--- config.mk ---
export PLATFORM = sky130hd
export DESIGN_NAME = dac_path_top
export DESIGN_NICKNAME = d
export VERILOG_FILES = /design/src/hdl/dac_path_pkg.sv /design/src/hdl/region_bus_if.sv /design/src/hdl/bus_response_mux.sv /design/src/hdl/dac_channel.sv /design/src/hdl/dac_path_top.sv /design/src/hdl/sys_bus_decoder.sv
export SDC_FILE = /design/constraint.sdc
export NUM_CORES = 1
export LEC_CHECK = 0
export ABC_AREA = 1
export BUFFER_PORTS_ARGS = -buffer_cell sky130_fd_sc_hd__buf_2
export CAP_MARGIN = 20
export CORE_MARGIN = 2
export CORE_UTILIZATION = 34
export CTS_CLUSTER_DIAMETER = 50
export DETAILED_ROUTE_END_ITERATION = 16
export GPL_ROUTABILITY_DRIVEN = 0
export GPL_TIMING_DRIVEN = 1
export SYNTH_ARGS = -nofsm -noshare
export SYNTH_HDL_FRONTEND = slang
export SYNTH_SLANG_ARGS = --single-unit
--- constraint.sdc ---
create_clock -name adc_clk -period 4.13 [get_ports adc_clk]
set_input_delay 0.2065 -clock adc_clk [delete_from_list [all_inputs] [get_ports adc_clk]]
set_output_delay 0.2065 -clock adc_clk [all_outputs]
set_load 0.005 [all_outputs]
--- src/hdl/dac_path_pkg.sv ---
// ----------------------------------------
// dac path shared definitions
// bus widths, region map, register offsets,
// saturation limits and the bus / mode types
// ----------------------------------------
package dac_path_pkg;

  // ----------------------------------------
  // widths and counts
  localparam int SYS_AW       = 32;       // bus address width
  localparam int SYS_DW       = 32;       // bus data width
  localparam int SAMPLE_W     = 14;       // adc / dac sample width
  localparam int SUM_W        = 15;       // unsaturated sum, one guard bit
  localparam int NUM_REGIONS  = 8;        // regions decoded by the bus
  localparam int NUM_CHANNELS = 2;        // dac channels, regions 0..N-1
  localparam int REGION_W     = 10;       // region index, addr[29:20]
  localparam int OFFS_W       = 20;       // in-region offset, addr[19:0]
  localparam int SATCNT_W     = 16;       // saturation counter width

  // ----------------------------------------
  // saturation limits, 14 bit two's complement
  localparam logic [SAMPLE_W-1:0] SAT_MAX = 14'h1FFF;  // +8191
  localparam logic [SAMPLE_W-1:0] SAT_MIN = 14'h2000;  // -8192

  // ----------------------------------------
  // system configuration window
  localparam logic [REGION_W-1:0] SYSCONF_REGION       = 10'h3FF;
  localparam logic [SYS_DW-1:0]   SYSCONF_ID           = 32'hFFF00002; // class / version
  localparam logic [OFFS_W-1:0]   ADDR_SYSCONF_ID      = 20'hF0000;
  localparam logic [OFFS_W-1:0]   ADDR_SYSCONF_REGIONS = 20'hF0004;

  // channel register map
  localparam logic [OFFS_W-1:0] REG_OFFSET = 20'h00000;  // signed offset
  localparam logic [OFFS_W-1:0] REG_MODE   = 20'h00004;  // channel mode
  localparam logic [OFFS_W-1:0] REG_SATCNT = 20'h00008;  // clamp counter, write clears

  // ----------------------------------------
  // types
  typedef logic signed [SAMPLE_W-1:0] sample_t;

  typedef enum logic [1:0] {
    MODE_OFF  = 2'd0,  // output held at 0
    MODE_PASS = 2'd1,  // adc sample straight through
    MODE_SUM  = 2'd2   // sample + offset, saturated
  } chan_mode_e;       // code 3 acts as off

  typedef enum logic [2:0] {
    RESP_NONE,         // no access last cycle
    RESP_CHANNEL,      // answered by a dac channel
    RESP_SYSCONF,      // constant config window
    RESP_UNUSED,       // decoded region without a block
    RESP_UNMAPPED      // outside the map, ack + err
  } resp_kind_e;

  typedef struct packed {
    resp_kind_e          kind;    // who answers
    logic [REGION_W-1:0] region;  // region index of the access
    logic [OFFS_W-1:0]   offset;  // in-region address
  } resp_sel_t;

endpackage

--- src/hdl/region_bus_if.sv ---
// ----------------------------------------
// one decoded bus region
// strobes and address out, read reply back
// ----------------------------------------
`timescale 1ns/1ns

interface region_bus_if
  import dac_path_pkg::*;
();

  logic              wen;     // one-cycle write strobe
  logic              ren;     // one-cycle read strobe
  logic [OFFS_W-1:0] offset;  // in-region address
  logic [SYS_DW-1:0] wdata;   // write data
  logic [SYS_DW-1:0] rdata;   // registered read data
  logic              ack;     // registered acknowledge

  // address decoder side
  modport decoder (output wen, ren, offset, wdata);

  // register block side
  modport channel (input wen, ren, offset, wdata, output rdata, ack);

  // read data mux side
  modport mux (input rdata, ack);

endinterface

--- src/hdl/bus_response_mux.sv ---
// ----------------------------------------
// bus read data multiplexer
// picks channel, config or default reply
// ----------------------------------------
`timescale 1ns/1ns

module bus_response_mux
  import dac_path_pkg::*;
(
  input  resp_sel_t         sel_i,                   // registered by decoder
  region_bus_if.mux         region_i [NUM_CHANNELS],
  output logic [SYS_DW-1:0] sys_rdata_o,
  output logic              sys_ack_o,
  output logic              sys_err_o
);

  logic [SYS_DW-1:0] chan_rdata [NUM_CHANNELS];     // flattened channel replies
  logic              chan_ack   [NUM_CHANNELS];
  logic [SYS_DW-1:0] sysconf_rdata;

  // interface array cannot be indexed at run time
  for (genvar g = 0; g < NUM_CHANNELS; g++) begin : g_flat
    assign chan_rdata[g] = region_i[g].rdata;
    assign chan_ack[g]   = region_i[g].ack;
  end

  // ----------------------------------------
  // static config table, read only
  always_comb begin
    case (sel_i.offset)
      ADDR_SYSCONF_ID:      sysconf_rdata = SYSCONF_ID;
      ADDR_SYSCONF_REGIONS: sysconf_rdata = SYS_DW'(NUM_REGIONS);
      default:              sysconf_rdata = '0;
    endcase
  end

  // ----------------------------------------
  // reply select
  always_comb begin
    sys_rdata_o = '0;
    sys_ack_o   = 1'b0;
    sys_err_o   = 1'b0;
    case (sel_i.kind)
      RESP_CHANNEL: begin
        for (int i = 0; i < NUM_CHANNELS; i++) begin
          if (sel_i.region == REGION_W'(i)) begin
            sys_rdata_o = chan_rdata[i];
            sys_ack_o   = chan_ack[i];
          end
        end
      end
      RESP_SYSCONF: begin
        sys_rdata_o = sysconf_rdata;
        sys_ack_o   = 1'b1;                         // writes ignored, still acked
      end
      RESP_UNUSED: begin
        sys_ack_o = 1'b1;                           // empty region, data 0
      end
      RESP_UNMAPPED: begin
        sys_ack_o = 1'b1;                           // keep the master moving
        sys_err_o = 1'b1;
      end
      default: ;                                    // idle, all low
    endcase
    a_err_with_ack : assert (!sys_err_o || sys_ack_o);
  end

endmodule

--- src/hdl/dac_channel.sv ---
// ----------------------------------------
// dac output channel
// offset / mode / clamp counter registers,
// sample + offset sum saturated to 14 bit
// ----------------------------------------
`timescale 1ns/1ns

module dac_channel
  import dac_path_pkg::*;
(
  input  logic          adc_clk,
  input  logic          rst_i,
  input  sample_t       sample_i,   // adc sample, this channel
  region_bus_if.channel bus_s,      // register access
  output sample_t       dac_o       // registered dac word
);

  sample_t             offset_q;    // added in sum mode
  chan_mode_e          mode_q;
  logic [SATCNT_W-1:0] satcnt_q;    // clamped cycles, wraps
  logic [SUM_W-1:0]    sum;         // one guard bit
  sample_t             dac_d;
  logic                clamp;       // sum out of range this cycle

  // ----------------------------------------
  // datapath
  assign sum = {sample_i[SAMPLE_W-1], sample_i} + {offset_q[SAMPLE_W-1], offset_q};

  always_comb begin
    dac_d = '0;
    clamp = 1'b0;
    case (mode_q)
      MODE_PASS: dac_d = sample_i;
      MODE_SUM: begin
        if (sum[SUM_W-1:SUM_W-2] == 2'b01) begin         // pos. overflow
          dac_d = SAT_MAX;
          clamp = 1'b1;
        end else if (sum[SUM_W-1:SUM_W-2] == 2'b10) begin // neg. overflow
          dac_d = SAT_MIN;
          clamp = 1'b1;
        end else begin
          dac_d = sum[SAMPLE_W-1:0];
        end
      end
      default: dac_d = '0;                               // off and code 3
    endcase
  end

  // ----------------------------------------
  // registers and dac output
  always_ff @(posedge adc_clk) begin
    if (rst_i) begin
      offset_q <= '0;
      mode_q   <= MODE_OFF;
      satcnt_q <= '0;
      dac_o    <= '0;
    end else begin
      dac_o <= dac_d;                                    // one cycle latency
      if (bus_s.wen && bus_s.offset == REG_SATCNT)
        satcnt_q <= '0;                                  // clear wins over count
      else if (clamp)
        satcnt_q <= satcnt_q + 1'b1;
      if (bus_s.wen) begin
        case (bus_s.offset)
          REG_OFFSET: offset_q <= sample_t'(bus_s.wdata[SAMPLE_W-1:0]);
          REG_MODE:   mode_q   <= chan_mode_e'(bus_s.wdata[1:0]);
          default:    ;                                  // satcnt handled above
        endcase
      end
    end
  end

  // bus reply, every strobe acked next cycle
  always_ff @(posedge adc_clk) begin
    if (rst_i)
      bus_s.ack <= 1'b0;
    else
      bus_s.ack <= bus_s.wen | bus_s.ren;
  end

  always_ff @(posedge adc_clk) begin
    if (bus_s.ren) begin
      case (bus_s.offset)
        REG_OFFSET: bus_s.rdata <= {{(SYS_DW-SAMPLE_W){offset_q[SAMPLE_W-1]}}, offset_q};
        REG_MODE:   bus_s.rdata <= {{(SYS_DW-2){1'b0}}, mode_q};
        REG_SATCNT: bus_s.rdata <= {{(SYS_DW-SATCNT_W){1'b0}}, satcnt_q};
        default:    bus_s.rdata <= '0;
      endcase
    end
  end

  // overflow only in sum mode, and only from two operands of one sign
  a_clamp_same_sign : assert property (
    @(posedge adc_clk) disable iff (rst_i)
    clamp |-> (mode_q == MODE_SUM && sample_i[SAMPLE_W-1] == offset_q[SAMPLE_W-1])
  );

  // clamped word keeps the sign of the operands
  a_clamp_sign_kept : assert property (
    @(posedge adc_clk) disable iff (rst_i)
    clamp |=> (dac_o[SAMPLE_W-1] == $past(sample_i[SAMPLE_W-1]))
  );

endmodule

--- src/hdl/dac_path_top.sv ---
// ----------------------------------------
// dac path top level
// bus decoder, dac channels, reply mux
// ----------------------------------------
`timescale 1ns/1ns

module dac_path_top
  import dac_path_pkg::*;
(
  input  logic              adc_clk,      // sample and bus clock
  input  logic              rst_i,        // sync, active high

  // system bus
  input  logic [SYS_AW-1:0] sys_addr_i,   // address
  input  logic [SYS_DW-1:0] sys_wdata_i,  // write data
  input  logic              sys_wen_i,    // write enable
  input  logic              sys_ren_i,    // read enable
  output logic [SYS_DW-1:0] sys_rdata_o,  // read data
  output logic              sys_ack_o,    // acknowledge
  output logic              sys_err_o,    // bad address

  // analog samples
  input  sample_t           adc_dat_a_i,  // adc ch1
  input  sample_t           adc_dat_b_i,  // adc ch2
  output sample_t           dac_dat_a_o,  // dac ch1
  output sample_t           dac_dat_b_o   // dac ch2
);

  // ----------------------------------------
  // internal wiring
  region_bus_if region_bus [NUM_CHANNELS] ();  // one per channel region

  resp_sel_t sel;                               // decoder -> mux
  sample_t   adc_sample [NUM_CHANNELS];
  sample_t   dac_sample [NUM_CHANNELS];

  // pins to channel index
  assign adc_sample[0] = adc_dat_a_i;
  assign adc_sample[1] = adc_dat_b_i;
  assign dac_dat_a_o   = dac_sample[0];
  assign dac_dat_b_o   = dac_sample[1];

  // ----------------------------------------
  // bus decode
  sys_bus_decoder i_decoder (
    .adc_clk     (adc_clk),
    .rst_i       (rst_i),
    .sys_addr_i  (sys_addr_i),
    .sys_wdata_i (sys_wdata_i),
    .sys_wen_i   (sys_wen_i),
    .sys_ren_i   (sys_ren_i),
    .region_o    (region_bus),
    .sel_o       (sel)
  );

  // ----------------------------------------
  // dac channels, region n = channel n
  for (genvar g = 0; g < NUM_CHANNELS; g++) begin : g_chan
    dac_channel i_chan (
      .adc_clk  (adc_clk),
      .rst_i    (rst_i),
      .sample_i (adc_sample[g]),
      .bus_s    (region_bus[g]),
      .dac_o    (dac_sample[g])
    );
  end

  // ----------------------------------------
  // reply to the master
  bus_response_mux i_resp_mux (
    .sel_i       (sel),
    .region_i    (region_bus),
    .sys_rdata_o (sys_rdata_o),
    .sys_ack_o   (sys_ack_o),
    .sys_err_o   (sys_err_o)
  );

endmodule

--- src/hdl/sys_bus_decoder.sv ---
// ----------------------------------------
// system bus region decoder
// strobes regions from addr[29:20] and
// registers which block has to answer
// ----------------------------------------
`timescale 1ns/1ns

module sys_bus_decoder
  import dac_path_pkg::*;
(
  input  logic              adc_clk,
  input  logic              rst_i,
  input  logic [SYS_AW-1:0] sys_addr_i,   // byte address
  input  logic [SYS_DW-1:0] sys_wdata_i,  // write data
  input  logic              sys_wen_i,    // write strobe
  input  logic              sys_ren_i,    // read strobe
  region_bus_if.decoder     region_o [NUM_CHANNELS],
  output resp_sel_t         sel_o         // response select, next cycle
);

  logic [REGION_W-1:0] region_idx;  // addr[29:20]
  logic [OFFS_W-1:0]   region_offs; // addr[19:0]
  logic                access;      // any strobe this cycle
  resp_kind_e          kind_d;

  assign region_idx  = sys_addr_i[29:20];
  assign region_offs = sys_addr_i[19:0];
  assign access      = sys_wen_i | sys_ren_i;

  // ----------------------------------------
  // request side, combinational strobes
  for (genvar g = 0; g < NUM_CHANNELS; g++) begin : g_region
    logic hit;                                           // this channel addressed
    assign hit               = (region_idx == REGION_W'(g));
    assign region_o[g].wen    = sys_wen_i & hit;
    assign region_o[g].ren    = sys_ren_i & hit;
    assign region_o[g].offset = region_offs;             // shared by all regions
    assign region_o[g].wdata  = sys_wdata_i;
  end

  // classify the access
  always_comb begin
    if (!access)
      kind_d = RESP_NONE;                                // idle bus
    else if (region_idx < NUM_CHANNELS)
      kind_d = RESP_CHANNEL;
    else if (region_idx < NUM_REGIONS)
      kind_d = RESP_UNUSED;                              // default answer
    else if (region_idx == SYSCONF_REGION)
      kind_d = RESP_SYSCONF;
    else
      kind_d = RESP_UNMAPPED;                            // ack with err
  end

  // ----------------------------------------
  // response side, one cycle later
  always_ff @(posedge adc_clk) begin
    if (rst_i) begin
      sel_o.kind <= RESP_NONE;                           // no stray ack
    end else begin
      sel_o.kind <= kind_d;
    end
    sel_o.region <= region_idx;                          // payload only
    sel_o.offset <= region_offs;
  end

  // master never issues both strobes in one cycle
  a_wen_ren_excl : assert property (
    @(posedge adc_clk) disable iff (rst_i)
    !(sys_wen_i && sys_ren_i)
  );

endmodule

# Word level (Yosys, flattened, before mapping)
# Index checks and enable logic that the tools add are counted.
[classes]
addsub = 4
magnitude_cmp = 2
eq_ne = 19
muxes = 25
bitwise = 8
reduce_logical = 15
[ops]
columns = ["cell", "count"]
rows = [
  ["$pmux W32 S3", 2],
  ["$pmux W32 S2", 2],
  ["$mux W32", 2],
  ["$mux W14", 4],
  ["$pmux W14 S2", 2],
  ["$eq A20 B20 Y1 const B", 2],
  ["$add A16 B1 Y16 const B", 2],
  ["$add A14 B14 Y15", 2],
  ["$eq A10 B1 Y1 const B", 2],
  ["$eq A20 B3 Y1 const B", 1],
  ["$eq A20 B4 Y1 const B", 1],
  ["$logic_not A10 Y1", 2],
  ["$logic_not A20 Y1", 1],
  ["$eq A10 B10 Y1 const B", 1],
  ["$lt A10 B2 Y1 const B", 1],
  ["$lt A10 B4 Y1 const B", 1],
  ["$mux W1", 10],
  ["$eq A2 B1 Y1 const B", 4],
  ["$eq A2 B2 Y1 const B", 4],
  ["$reduce_and A2 Y1", 4],
  ["$eq A3 B2 Y1 const B", 2],
  ["$reduce_or A2 Y1", 3],
  ["$reduce_or A3 Y1", 2],
  ["$and A1 B1 Y1", 4],
  ["9 further kinds", 12],
]
[word_totals]
ff_bits = 191
input_bits = 96
out_inout_bits = 62
elab_cells = 90

# Depth between registers and ports, before layout
# Gate-level depths: netlist of run 1.
[logic_depth]
depth_word = 5
mapped_depth = 25
mapped_depth_nobuf = 25

# Hierarchy
# From an unflattened synthesis of run 1, not the netlist that was laid out.
[hier_totals]
cells_unflattened = 1351
hier_area_um2 = 9887.0
[by_module_without_submodules]
columns = ["mod", "n_inst", "cells_each", "area_per_inst_um2", "seq_area_each_um2"]
rows = [
  ["dac_channel (g_chan[0].i_chan)", 1, 499, 3691.0, 1451.4],
  ["dac_channel (g_chan[1].i_chan)", 1, 498, 3682.3, 1451.4],
  ["sys_bus_decoder", 1, 175, 1602.8, 660.6],
  ["bus_response_mux", 1, 179, 910.9, 0.0],
]

# Least setup slack after synthesis of run 1
# No wires, ideal clock.
[synth_timing]
path_type = "reg-to-reg"
startpoint = "register g_chan[0].i_chan.offset_q[0]"
endpoint = "register g_chan[0].i_chan.satcnt_q[15]"
setup_ps = 114
arrival_ps = 2869
required_time_ps = 4016
setup_slack_ps = 1147
path_stages_with_launch = 24
path_buffers = 0
period_less_slack_ps = 2983
cell_sequence = "dfxtp_1 ha_1 inv_1 fa_1 inv_1 nand3_1 nand3_1 nand2_1 nand3_1 nand2_1 nand4_1 o21ai_0 inv_1 ha_1 inv_1 nand2_2 nor3_2 nand2_1 nor2_2 nand2_1 nor2_1 nand2_1 xor2_1 nor2_1"
[synth_between]
elab_chain_cells = 5
word_cells_on_any_way = 6
cone_classes = "add/sub: 1; eq/ne: 2; mux: 3"
[synth_lines]
columns = ["item", "line_no", "rtl"]
rows = [
  ["start, declared", "dac_channel.sv:18", "sample_t offset_q;"],
  ["start signal, assigned", "dac_channel.sv:65", "REG_OFFSET: offset_q <= sample_t'(bus_s.wdata[SAMPLE_W-1:0]);"],
  ["$add A14 B14 Y15 *", "dac_channel.sv:27", "assign sum = {sample_i[SAMPLE_W-1], sample_i} + {offset_q[SAMPLE_W-1], offset_q};"],
  ["$eq A2 B2 Y1", "dac_channel.sv:38", "end else if (sum[SUM_W-1:SUM_W-2] == 2'b10) begin"],
  ["$mux W1", "dac_channel.sv:38", ""],
  ["$mux W1 *", "dac_channel.sv:35", "if (sum[SUM_W-1:SUM_W-2] == 2'b01) begin"],
  ["$mux W1 *", "dac_channel.sv:32", "case (mode_q)"],
  ["end signal, assigned", "dac_channel.sv:62", "satcnt_q <= satcnt_q + 1'b1;"],
  ["end, declared", "dac_channel.sv:20", "logic [SATCNT_W-1:0] satcnt_q;"],
]
# Mark *: on every way between the ends. The rest lies on a longest branch, timed or not.
# A chain may end at the register's enable or synchronous reset.

# Worst setup path in the final report of run 1
# Same ends and word-level chain as after synthesis.

==> run metrics, run 1 <==
Setup crit end kind=register; CP Launch Type=register; Placed Instances=1562; Synth cell types=42; Worst R2R Start=g_chan[0].i_chan.offset_q[0]; Seq/Total Area, Yosys=0.4188; setup TNS=0 ns; die span in x=162.2 um; dominant cells by area after synthesis=dfxtp_1 (30%), edfxtp_1 (12%), nand2_1 (11%); Fmax=288.4 MHz; Cell Area, Synth=~8500 um2; post_cts resized=0; post-synthesis net count=1279; CTS sink count=roughly 160; sequential share of power=0.464; DP Area=roughly 9400 um2; Post-DP HPWL=between 15000 and 20000 um; reg2reg path depth=23; CP max FO=6; clk slew on worst S/H paths=0.07 ns; multi-input gate area in the final layout=4126 um2; H-tree Lvls=4; Clk pwr share=0.480; row count=57; outcome=complete, no violations; Area growth syn-to-layout=21.36%; initial antenna violation count=5; average wire per standard cell=14.09 um; peak supply drop=~0.25 mV; Final min period=3.467 ns; Final Cell Area=10330 um2; Critical Path RT=4.43 ns; final max-slew violation count=0; hold path depth=3; first-pass GRT wire length=36560 um; IO Pins=158; P_sw=0.0007845 W; Final ANT Viol Nets=0; Gate power share=0.056; Yosys reg bits=161; vias in the first global route=between 7000 and 8000; Power per Cell Area=338.8 nW/um2; vias per inst=~4.8; share of cells above drive strength 1=0.1617; data arrival time of the critical path=3.77 ns; worst hold path type=input pin to register; clk_skew=0.01096 ns; Syn Inst Count=between 1000 and 1500; nets=1425; Sw Ratio=0.2242; Max-Cap Viols=0; RSZ-0062 raised after global routing=false; # DRC=0; Clk Tree Root Cell=clkbuf_16; clk_lat worst skew=approximately 0.43 ns; worst slew pin tran=0.9011 ns; WHS Endpoint=g_chan[1].i_chan.offset_q[6]; Setup Crit Path Kind=register to register; Final Setup Violations=0; Iter 0 DRT Violations=613; die height=approximately 160 um; Via Count=7733; Max-slew headroom=0.3970; Num CTS Buffers=17; final hold vios=0; Post-Layout Cell Count=1627; GRT Util Overall=0.1764; post-synth top area cell=dfxtp_1; Post-CTS Setup Inserts=0; register area=3563 um2; Routed WL=approximately 23000 um; total congestion overflow=0; Filler Cell Count=2522; r2r endpoint=g_chan[0].i_chan.satcnt_q[15]; core area=24460 um2; internal power=0.002715 W; DRT Pass-1 Iters=5; Leak Pwr=4.635 nW; input/output buffers=137; Synth warnings=0; post-synth top area share=0.2988; CTS Buffer Depth=2; R2R Setup Slk=0.66 ns; largest net degree at the start of global routing=30; worst hold path startpoint=sys_wdata_i[6]; Syn Area/Cell=7.458 um2; die area=26310 um2; Tcrit/Tclk final=0.8395; CTS tree=yes; initial core utilization=0.3479
[cells by family after synthesis]
kind of cell               Yosys count  share of synthesized area
AOI/OAI and AO/OA                  158                    0.09940
buffers and inverters              194                    0.09734
and+or+nand+nor                    566                     0.3004
DFF                                161                     0.4188
xor gates and xnor gates            20                    0.02059
adders and majority gates           42                    0.06352
[cell usage after synthesis]
cell	n
inv_2	3
xnor2_1	2
nor3_2	3
a21oi_1	65
or2_2	5
o21ai_1	22
inv_1	141
nor2_1	142
buf_4	17
ha_1	40
o221ai_1	2
o21ai_0	57
nand3b_1	5
clkinv_1	3
nor4_2	2
inv_4	1
nor4_1	5
edfxtp_1	34
nor2_2	8
nor3b_1	3
nand3_1	73
nor2_8	1
nand4_2	2
xor2_1	18
and2_1	2
nor2_4	2
o21ai_4	2
nand2_2	2
o31ai_1	1
buf_2	3
nor3_1	11
nor3_4	2
buf_6	4
or2_0	1
nand4_1	34
and2_0	1
fa_1	2
nand3_4	3
dfxtp_1	127
nand2_1	259
a22oi_1	9
clkbuf_1	22
[worst max path at each step]
stage | from | to | slack [ns] | depth (start not counted)
floorplan | g_chan[0].i_chan.offset_q[0] | g_chan[0].i_chan.satcnt_q[15] | 1.15 | 23
global route | g_chan[0].i_chan.offset_q[0] | g_chan[0].i_chan.satcnt_q[15] | 0.22 | 23
global placement | g_chan[0].i_chan.offset_q[0] | g_chan[0].i_chan.satcnt_q[15] | 0.75 | 23
finish | g_chan[0].i_chan.offset_q[0] | g_chan[0].i_chan.satcnt_q[15] | 0.66 | 23
CTS | g_chan[0].i_chan.offset_q[0] | g_chan[0].i_chan.satcnt_q[15] | 0.66 | 23
detailed placement | g_chan[0].i_chan.offset_q[0] | g_chan[0].i_chan.satcnt_q[15] | 0.69 | 23
[worst max-delay path: stages, from the launching register on]
cell	delay, ns
dfxtp_1	0.36
ha_1	0.22
inv_1	0.07
fa_1	0.42
inv_1	0.12
nand3_1	0.07
nand3_1	0.14
nand2_1	0.09
nand3_1	0.07
nand2_1	0.07
nand4_1	0.07
o21ai_0	0.12
inv_1	0.10
ha_1	0.23
inv_1	0.09
nand2_2	0.11
nor3_2	0.19
nand2_1	0.13
nor2_2	0.14
nand2_1	0.10
nor2_1	0.16
nand2_1	0.09
xor2_1	0.14
nor2_1	0.05
[registers in the layout (all words and copies together) (netlist names)]
name	count
g_chan.i_chan.bus_s.rdata	34
g_chan.i_chan.offset_q	28
g_chan.i_chan.dac_o	28
g_chan.i_chan.satcnt_q	32
i_decoder.sel_o	33
g_chan.i_chan.mode_q	4
g_chan.i_chan.bus_s.ack	2
[metal layers]
layer  part of all wire  GRT usage  vias up
met5            0.00057          0        -
met2               0.44     0.2849      228
met1               0.48     0.2412     3486
met4              0.011    0.04545        2
met3              0.065    0.03626       20
li1                   -          -     3997
[power by group through the flow]
stage | combinational, W | clock, W | sequential [W]
2_1_floorplan | 0.0000954 | 0 | 0.00165
3_3_place_gp | 0.000171 | 0 | 0.00166
3_5_place_dp | 0.000172 | 0 | 0.00166
4_1_cts | 0.000196 | 0.00170 | 0.00162
5_1_grt | 0.000221 | 0.00178 | 0.00162
6_report | 0.000196 | 0.00168 | 0.00162
[area by class of cell]
type                    instances  share of cell area
multi-input cells             786              0.3996
flip-flops and latches        161              0.3450
repair buffers                173             0.09983
inverters                     148             0.05403
clock buffers                  21             0.04979
well taps                     324             0.03925
clock inverters                10             0.01151
diodes                          4           0.0009692
[metrics by stage]
| step | hold slack (ns) | power [W] | setup slack (ns) | util |
|---|---|---|---|---|
| after floorplan | 0.2342 | 0.001749 | 1.147 | - |
| after global placement | 0.3244 | 0.001828 | 0.7472 | 0.3836 |
| after detailed placement | 0.3264 | 0.001830 | 0.6904 | 0.3836 |
| after global routing | 0.01717 | 0.003623 | 0.2196 | 0.4220 |
| final | 0.01610 | 0.003499 | 0.6630 | 0.4222 |
| after CTS | 0.01219 | 0.003517 | 0.6595 | 0.4218 |
[repair_timing]
action                                  in CTS  in global routing
hold buffers                                30                  0
hold endpoints to repair                    30                  0
endpoints found under the setup margin       0                  0
[cell usage in the layout (no fill, tap or decap), types with 4 or more instances in the layout]
cell / n
or2_2: 5
o21ai_0: 57
nor2_2: 8
nor2_1: 142
a21oi_1: 65
inv_1: 141
xor2_1: 18
dlygate4sd3_1: 30
o21ai_1: 22
nor3_1: 11
nand4_1: 34
buf_4: 6
a22oi_1: 9
nor4_1: 5
ha_1: 40
buf_2: 137
clkbuf_16: 20
nand3b_1: 5
edfxtp_1: 34
dfxtp_1: 127
diode_2: 4
nand2_1: 259
nand3_1: 73
Note: power is estimated with default switching activity, not from simulation.
==> run 2: changes to the inputs <==
==> constraint.sdc (replaced) <==
create_clock -name adc_clk -period 3.5 [get_ports adc_clk]
set_input_delay 0.175 -clock adc_clk [delete_from_list [all_inputs] [get_ports adc_clk]]
set_output_delay 0.175 -clock adc_clk [all_outputs]
set_load 0.005 [all_outputs]
==> run 2 against run 1 <==
  * Die area unchanged
  * Register-to-register slack got worse by 0.39 ns
  * Final area is 2.1% higher
  * Non-clock buffer count rose by 18
  * Largest cell class unchanged
  * Sequential share of layout area fell by 0.71 points
  * Core utilization is 0.90 points higher
  * Clock power up 14%
  * Critical endpoint unchanged
==> run metrics, run 2 (synthesized netlist as in run 1, its figures left out) <==
outcome=complete, no violations; Worst Setup Slack, final=0.2773 ns; row count=57; Routed WL=23300 um; initial antenna violation count=2; CP max FO=6; CP Launch Type=register; die span in x=~160 um; vias in the first global route=7579; clk_skew=0.008591 ns; IO Pins=roughly 160; Reg with most FFs=g_chan.i_chan.bus_s.rdata; Setup Crit Path Kind=register to register; clk slew on worst S/H paths=0.07 ns; crit path to=g_chan[0].i_chan.satcnt_q[15]; met3 usage=0.03805; worst slew pin tran=0.8302 ns; Leak Pwr=4.761 nW; CTS tree=yes; Clk Tree Root Cell=clkbuf_16; Final min period=3.223 ns; largest net degree at the start of global routing=34; Area growth syn-to-layout=23.95%; first-pass GRT wire length=37180 um; # DRC=0; clk_lat worst skew=0.43 ns; nets=1443; Via Count=7899; setup TNS=0 ns; CTS Buffer Depth=2; M2 GR Usage=0.2861; R2R Setup Slk=about 0.28 ns; most frequent cells in the layout=nand2_1 (257), inv_1 (140), nor2_1 (138), buf_2 (137), dfxtp_1 (126); worst hold path type=input pin to register; Power per Cell Area=between 300 and 400 nW/um2; average wire per standard cell=between 10 and 15 um; Final Setup Violations=0; vias per inst=4.808; Iter 0 DRT Violations=669; r2r endpoint=g_chan[0].i_chan.satcnt_q[15]; CTS sink count=~160; Setup crit end kind=register; Num CTS Buffers=17; Placed Instances=about 1600; CP Launch Point=g_chan[0].i_chan.offset_q[0]; Critical Path RT=~3.8 ns; final max-slew violation count=0; share of cells above drive strength 1=0.1739; data arrival time of the critical path=3.52 ns; Tcrit/Tclk final=0.9208; GRT Util Overall=0.1788; Worst R2R Start=g_chan[0].i_chan.offset_q[0]; Max-slew headroom=0.4459; initial core utilization=0.3479; worst slack at placement=0.08394 ns; input/output buffers=around 140; final hold vios=0; GRT busiest layer=met2; Final ANT Viol Nets=0; biggest regs=g_chan.i_chan.bus_s.rdata x34, i_decoder.sel_o x33, g_chan.i_chan.satcnt_q x32; core area=24460 um2; peak supply drop=around 0.28 mV; H-tree Lvls=4; Largest register FFs=34; DRT Pass-1 Iters=5; Post-DP HPWL=17360 um; die area=26310 um2; Fmax=310.3 MHz; commonest non-fill, non-tap cell in the layout=nand2_1; Post-Layout Cell Count=1643; die height=approximately 160 um; total congestion overflow=0; Max-Cap Viols=0; met1 usage=0.2419; reg2reg path depth=23
==> run 2: cell count changes in the layout (fill, tap and decap cells not counted), sizes merged <==
cell,previous run,this run
inv,147,149
diode,4,2
clkinv,9,5
buf,143,148
clkinvlp,0,2
dlygate4sd3,30,43
==> run 2: routing by layer <==
layer	part of all wire	vias up
met5	0	-
met4	0.017	0
met3	0.062	34
met2	0.44	240
met1	0.48	3594
li1	-	4031
==> run 2: layout make-up <==
| cell class | count | area [um2] |
|---|---|---|
| inverters | 148 | 558.0 |
| multi-input cells | 786 | 4212 |
| clock buffers | 21 | 481.7 |
| flip-flops and latches | 161 | 3565 |
| well taps | 324 | 405.4 |
| repair buffers | 191 | 1199 |
| clock inverters | 10 | 122.6 |
| fillers | 2511 | 13910 |
| diodes | 2 | 5.005 |
==> run 2: stage by stage <==
step	area [um2]	hold WS [ns]	total power, W	util
after floorplan	8509	0.2027	0.002064	-
after global placement	9414	0.2925	0.002158	0.3848
after detailed placement	9414	0.2944	0.002160	0.3848
after CTS	10450	0.0006121	0.004109	0.4271
after global routing	10540	0.01732	0.004223	0.4310
final	10550	0.01006	0.004081	0.4312
==> run 2: worst min path at each step <==
stage,startpoint,to,slack (ns),cells after the start
6_report,adc_dat_b_i[11],g_chan[1].i_chan.dac_o[11],0.01,3
5_1_grt,sys_wdata_i[9],g_chan[0].i_chan.offset_q[9],0.02,3
4_1_cts,adc_dat_b_i[11],g_chan[1].i_chan.dac_o[11],0.0006,3
3_5_place_dp,sys_addr_i[4],i_decoder.sel_o[4],0.29,1
3_3_place_gp,sys_addr_i[12],i_decoder.sel_o[12],0.29,1
2_1_floorplan,sys_addr_i[0],i_decoder.sel_o[0],0.20,0
==> run 2: worst max-delay path, cell delays in order (launching register included) <==
cell	delay, ns
dfxtp_2	0.35
ha_2	0.21
inv_1	0.06
fa_2	0.36
inv_1	0.09
nand3_1	0.10
nand3_2	0.11
nand2_1	0.07
nand3_1	0.06
nand2_1	0.07
nand4_1	0.07
o21ai_0	0.12
inv_1	0.10
ha_1	0.25
inv_2	0.08
nand2_4	0.08
nor3_4	0.21
nand2_2	0.11
nor2_4	0.11
nand2_2	0.08
nor2_2	0.13
nand2_1	0.07
xor2_1	0.13
nor2_1	0.05
==> run 2: timing repair <==
item                       CTS  global route
resized for setup            0            22
setup endpoints to repair    0            14
hold endpoints to repair    51             0
hold buffers                43             0
buffers inserted             0             1
==> run 2: report_power, final <==
group          switching [W]  internal [W]  total, W
Combinational       0.000138      0.000109  0.000247
Sequential        0.00000947       0.00191   0.00191
Clock               0.000784       0.00114   0.00192
